$ cat src/hw/hazardPkg.sv
`default_nettype none

package hazardPkg;

  // Register number, r0 to r15
  typedef logic [3:0] regAddrT;

  // Execute-stage operand source select
  typedef logic [1:0] fwdSelT;

  // Exception vector offset select for the PC input mux
  typedef logic [1:0] pcSelT;

  // Operand from the register file read in decode
  localparam fwdSelT FWD_NONE = 2'd0;
  // Operand from the writeback result
  localparam fwdSelT FWD_WB = 2'd1;
  // Operand from the memory stage ALU result
  localparam fwdSelT FWD_MEM = 2'd2;

  // Vector entered with no offset
  localparam pcSelT PC_SEL_ZERO = 2'd0;
  // Undefined instruction vector
  localparam pcSelT PC_SEL_UNDEF = 2'd1;
  // Vector taken with the saved return address
  localparam pcSelT PC_SEL_SAVED = 2'd2;

  // Program counter, its reads come from the fetch path and never forward
  localparam regAddrT PC_REG = 4'd15;

endpackage

`default_nettype wire

$ cat src/hw/fwdUnit.sv
`default_nettype none

module fwdUnit import hazardPkg::*; (
  // Decode stage sources checked for load-use
  input  regAddrT src1D,
  input  regAddrT src2D,
  // Execute stage sources checked for forwarding
  input  regAddrT src1E,
  input  regAddrT src2E,
  // Destinations further down the pipe
  input  regAddrT destE,
  input  regAddrT destM,
  input  regAddrT destW,
  input  logic    regWriteM,
  input  logic    regWriteW,
  input  logic    memToRegE,
  // Micro-op sequencer for LDM/STM wants the address from memory
  input  logic    ldmStmFwdE,
  output fwdSelT  forwardAE,
  output fwdSelT  forwardBE,
  output logic    incrementE,
  output logic    ldrStallD
);

  logic hit1M;
  logic hit1W;
  logic hit2M;
  logic hit2W;

  // Match against a later stage that really writes and never for the PC
  function automatic logic srcHit(regAddrT src, regAddrT dest, logic wrEn);
    srcHit = wrEn && (src == dest) && (src != PC_REG);
  endfunction

  assign hit1M = srcHit(src1E, destM, regWriteM);
  assign hit1W = srcHit(src1E, destW, regWriteW);
  assign hit2M = srcHit(src2E, destM, regWriteM);
  assign hit2W = srcHit(src2E, destW, regWriteW);

  // Operand A prefers the nearer stage with the newer value
  always_comb begin
    if (hit1M || ldmStmFwdE) begin
      // LDM/STM base update is forced regardless of the address compare
      forwardAE = FWD_MEM;
    end else if (hit1W) begin
      forwardAE = FWD_WB;
    end else begin
      forwardAE = FWD_NONE;
    end
  end

  // Operand B uses the same ranking without the micro-op override
  always_comb begin
    if (hit2M) begin
      forwardBE = FWD_MEM;
    end else if (hit2W) begin
      forwardBE = FWD_WB;
    end else begin
      forwardBE = FWD_NONE;
    end
  end

  // Address increment step runs with the LDM/STM forward
  assign incrementE = ldmStmFwdE;

  // A load in execute has no data before memory
  // so a dependent instruction in decode has to wait one cycle
  assign ldrStallD = memToRegE && ((src1D == destE) || (src2D == destE));

endmodule

`default_nettype wire

$ cat src/hw/excTracker.sv
`default_nettype none

module excTracker import hazardPkg::*; (
  input  logic  clk,
  input  logic  arstN,
  // Decoder flags for the instruction now in decode
  input  logic  swiD,
  input  logic  undefD,
  // CPSR write in flight, handled like a serializing instruction
  input  logic  regToCpsr,
  // Exception sources at the vector mux
  input  logic  prefetchAbort,
  input  logic  dataAbort,
  input  logic  irq,
  input  logic  fiq,
  input  logic  undefinedInstr,
  input  logic  swi,
  // Final stage controls fed back from stageCtrl
  input  logic  stallE,
  input  logic  stallM,
  input  logic  stallW,
  input  logic  flushE,
  input  logic  flushW,
  output logic  excD,
  output logic  excE,
  output logic  excM,
  output logic  excW,
  output logic  regToCpsrOut,
  output logic  exceptionSavePc,
  output pcSelT pcInSelect
);

  // Swi flag beside the execute marker
  logic swiE;

  // A swi or undefined instruction in decode starts a marker
  assign excD = swiD || undefD;

  // Execute stage where a flush wins over a stall
  always_ff @(posedge clk or negedge arstN) begin
    if (!arstN) begin
      excE <= 1'b0;
      swiE <= 1'b0;
    end else if (flushE) begin
      excE <= 1'b0;
      swiE <= 1'b0;
    end else if (!stallE) begin
      excE <= excD;
      swiE <= swiD;
    end
  end

  // Memory stage only holds on a stall
  always_ff @(posedge clk or negedge arstN) begin
    if (!arstN) begin
      excM <= 1'b0;
    end else if (!stallM) begin
      excM <= excE;
    end
  end

  // Writeback stage
  // a stall keeps the marker even when the flush is up
  always_ff @(posedge clk or negedge arstN) begin
    if (!arstN) begin
      excW <= 1'b0;
    end else if (!stallW) begin
      if (flushW) begin
        excW <= 1'b0;
      end else begin
        excW <= excM;
      end
    end
  end

  // Link register capture for the swi return address
  assign exceptionSavePc = swiE;

  assign regToCpsrOut = regToCpsr;

  // Vector offset with the highest priority first
  always_comb begin
    if (prefetchAbort) begin
      pcInSelect = PC_SEL_ZERO;
    end else if (dataAbort) begin
      pcInSelect = PC_SEL_SAVED;
    end else if (irq || fiq) begin
      pcInSelect = PC_SEL_ZERO;
    end else if (undefinedInstr) begin
      pcInSelect = PC_SEL_UNDEF;
    end else if (swi) begin
      // The return move runs one cycle late down the pipe
      pcInSelect = PC_SEL_SAVED;
    end else begin
      pcInSelect = PC_SEL_ZERO;
    end
  end

  // A held execute marker would otherwise be copied into memory
  assert property (@(posedge clk) disable iff (!arstN)
    stallE |-> stallM)
    else $error("execute stalled while memory advances");

  // Same for a held memory marker and writeback
  assert property (@(posedge clk) disable iff (!arstN)
    stallM |-> stallW)
    else $error("memory stalled while writeback advances");

endmodule

`default_nettype wire

$ cat src/hw/stageCtrl.sv
`default_nettype none

module stageCtrl (
  // Load-use hazard from the comparators
  input  logic ldrStallD,
  // Exception markers per stage
  input  logic excD,
  input  logic excE,
  input  logic excM,
  input  logic excW,
  input  logic regToCpsr,
  // Cache misses
  input  logic dStall,
  input  logic iStall,
  // Multi-cycle multiply and micro-op sequencing
  input  logic multStallD,
  input  logic uOpStallD,
  // PC write or taken branch in flight
  input  logic pcWrPendingF,
  input  logic pcSrcW,
  input  logic branchTakenE,
  output logic stallF,
  output logic stallD,
  output logic stallE,
  output logic stallM,
  output logic stallW,
  output logic flushD,
  output logic flushE,
  output logic flushW,
  output logic stallUop
);

  logic memStall;

  // Either cache miss freezes the whole pipe
  assign memStall = dStall || iStall;

  // Decode holds for load-use, memory, multiply and micro-ops
  // and while an exception marker sits in execute
  assign stallD = ldrStallD || memStall || uOpStallD || multStallD || excE;

  // Micro-op sequencer waits for the same hazards except its own
  assign stallUop = ldrStallD || memStall || multStallD;

  // Fetch holds whenever decode does and also for PC writes
  // and the early exception markers
  assign stallF = ldrStallD || pcWrPendingF || memStall || uOpStallD || multStallD ||
                  excD || excE || excM || regToCpsr;

  // Back half of the pipe only stops on a memory stall
  assign stallE = memStall;
  assign stallM = memStall;
  assign stallW = memStall;
  // Writeback drops its result during a miss
  assign flushW = memStall;

  // Bubble into execute behind a held decode or a wrong path
  assign flushE = ldrStallD || branchTakenE || excM;

  // Decode gets a bubble while fetch has nothing valid
  // an instruction miss leaves decode empty
  assign flushD = pcWrPendingF || pcSrcW || branchTakenE || iStall ||
                  excE || excM || excW || regToCpsr;

endmodule

`default_nettype wire

$ cat src/hw/hazardCtrl.sv
`default_nettype none

module hazardCtrl import hazardPkg::*; (
  input  logic    clk,
  input  logic    arstN,
  input  regAddrT src1D,
  input  regAddrT src2D,
  input  regAddrT src1E,
  input  regAddrT src2E,
  input  regAddrT destE,
  input  regAddrT destM,
  input  regAddrT destW,
  input  logic    regWriteM,
  input  logic    regWriteW,
  input  logic    memToRegE,
  input  logic    ldmStmFwdE,
  input  logic    dStall,
  input  logic    iStall,
  input  logic    multStallD,
  input  logic    uOpStallD,
  input  logic    pcWrPendingF,
  input  logic    pcSrcW,
  input  logic    branchTakenE,
  input  logic    swiD,
  input  logic    undefD,
  input  logic    regToCpsr,
  input  logic    prefetchAbort,
  input  logic    dataAbort,
  input  logic    irq,
  input  logic    fiq,
  input  logic    undefinedInstr,
  input  logic    swi,
  output fwdSelT  forwardAE,
  output fwdSelT  forwardBE,
  output logic    incrementE,
  output logic    stallF,
  output logic    stallD,
  output logic    stallE,
  output logic    stallM,
  output logic    stallW,
  output logic    flushD,
  output logic    flushE,
  output logic    flushW,
  output logic    stallUop,
  output logic    exceptionSavePc,
  output pcSelT   pcInSelect
);

  logic ldrStallD;
  logic excD;
  logic excE;
  logic excM;
  logic excW;
  // CPSR write as seen by the stage controls
  logic cpsrHold;

  fwdUnit u_fwdUnit (
    .src1D      (src1D),
    .src2D      (src2D),
    .src1E      (src1E),
    .src2E      (src2E),
    .destE      (destE),
    .destM      (destM),
    .destW      (destW),
    .regWriteM  (regWriteM),
    .regWriteW  (regWriteW),
    .memToRegE  (memToRegE),
    .ldmStmFwdE (ldmStmFwdE),
    .forwardAE  (forwardAE),
    .forwardBE  (forwardBE),
    .incrementE (incrementE),
    .ldrStallD  (ldrStallD)
  );

  // Marker pipe sees the final stalls, registers only
  excTracker u_excTracker (
    .clk             (clk),
    .arstN           (arstN),
    .swiD            (swiD),
    .undefD          (undefD),
    .regToCpsr       (regToCpsr),
    .prefetchAbort   (prefetchAbort),
    .dataAbort       (dataAbort),
    .irq             (irq),
    .fiq             (fiq),
    .undefinedInstr  (undefinedInstr),
    .swi             (swi),
    .stallE          (stallE),
    .stallM          (stallM),
    .stallW          (stallW),
    .flushE          (flushE),
    .flushW          (flushW),
    .excD            (excD),
    .excE            (excE),
    .excM            (excM),
    .excW            (excW),
    .regToCpsrOut    (cpsrHold),
    .exceptionSavePc (exceptionSavePc),
    .pcInSelect      (pcInSelect)
  );

  stageCtrl u_stageCtrl (
    .ldrStallD    (ldrStallD),
    .excD         (excD),
    .excE         (excE),
    .excM         (excM),
    .excW         (excW),
    .regToCpsr    (cpsrHold),
    .dStall       (dStall),
    .iStall       (iStall),
    .multStallD   (multStallD),
    .uOpStallD    (uOpStallD),
    .pcWrPendingF (pcWrPendingF),
    .pcSrcW       (pcSrcW),
    .branchTakenE (branchTakenE),
    .stallF       (stallF),
    .stallD       (stallD),
    .stallE       (stallE),
    .stallM       (stallM),
    .stallW       (stallW),
    .flushD       (flushD),
    .flushE       (flushE),
    .flushW       (flushW),
    .stallUop     (stallUop)
  );

endmodule

`default_nettype wire

$ cat config.mk
export PLATFORM = sky130hd
export DESIGN_NAME = hazardCtrl
export DESIGN_NICKNAME = d
export VERILOG_FILES = /design/src/hw/hazardPkg.sv /design/src/hw/fwdUnit.sv /design/src/hw/excTracker.sv /design/src/hw/stageCtrl.sv /design/src/hw/hazardCtrl.sv
export SDC_FILE = /design/constraint.sdc
export NUM_CORES = 1
export LEC_CHECK = 0
export ABC_AREA = 1
export BUFFER_PORTS_ARGS = -buffer_cell sky130_fd_sc_hd__buf_2
export CORE_MARGIN = 1.5
export CORE_UTILIZATION = 37
export DETAILED_ROUTE_END_ITERATION = 10
export GPL_TIMING_DRIVEN = 0
export PLACE_DENSITY = 0.91
export SLEW_MARGIN = 20
export SYNTH_ARGS = -nofsm -noshare
export SYNTH_HDL_FRONTEND = slang
export SYNTH_SLANG_ARGS = --single-unit
export TNS_END_PERCENT = 20
$ cat constraint.sdc
create_clock -name clk -period 1.2 [get_ports clk]
set_clock_uncertainty 0.1 [all_clocks]
set_input_delay 0.06 -clock clk [delete_from_list [all_inputs] [get_ports clk]]
set_output_delay 0.06 -clock clk [all_outputs]
set_load 0.01 [all_outputs]
==> flow_summary.yaml <==
place:
  place_ws_ns: 0.08163
  dpl.hpwl_mm: 1.765
  place_inst: 227
  port_buffers: 66
  gp_congestion: 0.7975
  placed_area_um2: 1089
drt:
  via_per_inst: 4.405
  ant_nets: 0
  initialDrtViolationCount: 18
  wl_met3_um: 174
  vias: 1022
  wl_per_cell_um: 8.776
  remaining_drc_errors: 0
  top_layer_used: "met3"
  wl_met2_um: 960
  drt-pass1-iter-count: 4
  drt-met1-wl_um: 901
  drt_wl_total_mm: 2.036
clock_network:
  cts_tree: "yes"
  clk_latency_ns: 0.22
  htree_num_levels: 1
  clock_path_buffers: 2
  cts-root-buf: "clkbuf_4"
  cts_buffers: 3
  clk_pin_slew_ns: 0.03
  cts.sink_count: 4
grt:
  grt_pass1_wl_mm: 2.822
  track_usage_pct: 16.84
  grt_antenna_before_repair: 0
  grt_pass1_vias: 745
  grt_max_degree: 8
  overflow: 0
cells_and_area:
  num-nets-final: 259
  final_cell_mix: "buf_2 (65), nand2_1 (42), inv_1 (25), nor2_1 (19), o21ai_0 (6)"
  diodes: 0
  layout-drive-gt1-share_pct: 41.06
  fin_area_um2: 1152
  instances_no_fill: 232
  final_core_util_pct: 64.63
  final_common_cell: "buf_2"
  area_growth_pct: 58.52
die:
  dieWidth_um: 47.33
  initial_core_util_pct: 40.77
  die_area_um2: 2240
  num_io_pins: 67
  num_rows: 15
  die_h_um: 47.33
  coreArea_um2: 1783
synth:
  syn_inst: 136
  synth_seq_cells: 4
  ys_types: 24
  synth_top_family_by_area: "simple AND/OR/NAND/NOR gates"
  synth_fp_nets: 186
  synth_compound_area_share_pct: 11.02
  synth_xor_area_share_pct: 6.024
  synth.avg_cell_area_um2: 5.345
  synthAdderAreaFrac_pct: 0
  synthMuxAreaShare_pct: 2.754
  synth-simple-area-share_pct: 47.85
  yosysWarnings: 0
  seq_area_frac_synth_pct: 13.77
  netlist_area_um2: 726.9
flow_run:
  drv_cap: 0
run_status:
  violations: "setup timing"
  status: "finished with violations"
hold_path:
  hold_class: "in2reg"
critical_path:
  critPathRequiredTime_ns: 1.04
  critPathCaptureType: "output pin"
  worstPathMaxFanout: 4
  cp-start-kind: "flop"
  worst-setup-path-type: "reg2out"
  crit_arrival_ns: 1.10
timing:
  tightestPinTransition_ns: 0.2184
  setup_viol: 2
  period_needed_ns: 1.263
  rsz0062_at_grt: "true"
  hold_viol_final: 0
  final_max_slew_viol_count: 0
  max_freq_ghz: 0.7916
  relSlewSlack_pct: 85.31
  postLayoutSetupSlackWorst_ns: -0.06321
  fin_crit_sh_pct: 105.3
pwr:
  p_per_area_nw_per_um2: 555.9
  p_total_uw: 640.6
  p_leak_nw: 0.7168
  peakVddDrop_uv: 449.1
-- what timing repair did --
item / CTS / global route
gates resized for setup: 5 / 0
hold buffers: 1 / 0
endpoints found under the setup margin: 2 / 4
buffers inserted: 1 / 0
pin swaps: 4 / 0
hold endpoints to repair: 4 / 0
-- state kept, by name (all words and copies together), names as in the netlist --
register,flops
u_excTracker.excW,1
u_excTracker.excM,1
u_excTracker.excE,1
u_excTracker.exceptionSavePc,1
-- worst max-delay path: stages (launching register included) --
cell and delay, ns:
dfrtp_1 0.40, nor4_1 0.23, nand3_1 0.10, buf_2 0.14
-- layer usage --
| metal | GRT usage (%) | vias up |
|---|---|---|
| li1 | - | 561 |
| met1 | 24.25 | 414 |
| met2 | 27.57 | 47 |
| met3 | 0.3846 | 0 |
| met4 | 4.444 | 0 |
| met5 | 0 | - |
-- report_power, final --
group	internal (mW)	leakage, nW	switching, mW	total [mW]
clock network	0.111	0.0138	0.0438	0.155
registers	0.147	0.0543	0.00863	0.155
logic	0.162	0.649	0.168	0.330
total	0.420	0.717	0.221	0.641
-- through the flow --
| stage | TNS [ns] | hold slack [ns] |
|---|---|---|
| 2_1_floorplan | 0 | -0.3356 |
| 3_3_place_gp | 0 | -0.2365 |
| 3_5_place_dp | 0 | -0.2346 |
| 4_1_cts | -0.06540 | 0.02433 |
| 5_1_grt | -0.2129 | 0.04270 |
| 6_report | -0.07588 | 0.02601 |
-- path summary, 6_finish.rpt --
path	from	depth (start not counted)	slack, ns	endpoint
min reg2reg	u_excTracker.excW$_DFFE_PN0N_	2	0.37	u_excTracker.excW$_DFFE_PN0N_
min in group asynchronous	arstN	2	0.07	u_excTracker.exceptionSavePc$_DFFE_PN0P_
max reg2reg	u_excTracker.excM$_DFFE_PN0N_	4	0.22	u_excTracker.excE$_DFFE_PN0P_
max	u_excTracker.excE$_DFFE_PN0P_	3	-0.06	flushD
max in group asynchronous	arstN	2	0.82	u_excTracker.excE$_DFFE_PN0P_
min	dStall	4	0.03	u_excTracker.excW$_DFFE_PN0N_
-- synth_stat cells (all sizes together) --
library cell | instances | area (um^2)
a31oi | 1 | 6.260
mux2i | 2 | 20.02
a21boi | 1 | 7.510
nor4 | 2 | 12.51
xnor2 | 2 | 17.52
o221ai | 1 | 8.760
buf | 5 | 37.54
nand4 | 4 | 25.02
inv | 26 | 97.59
nor2 | 22 | 92.59
or2 | 1 | 6.260
nand3 | 4 | 20.02
dfrtp | 4 | 100.1
a21oi | 3 | 15.01
xor2 | 3 | 26.28
o22ai | 2 | 12.51
o21ai | 6 | 30.03
nor3 | 2 | 15.01
nand2 | 45 | 176.4
-- final cells by class --
class                      count  area, um^2
fill                         173       630.6
multi-input combinational    101       505.5
timing repair buffer          68       357.8
sequential                     4       100.1
inverter                      26       97.59
buffer                         5       37.54
tap                           25       31.28
clock buffer                   3       22.52
-- cell families (layout without fill, tap and decap cells) --
kind of cell,after synthesis,count (layout)
and+or+nand+nor,80,80
buffers and inverters,31,102
xor gates and xnor gates,5,5
DFF,4,4
muxes,2,2
AOI/OAI and AO/OA,14,14
Note: power is estimated with default switching activity, not from simulation.
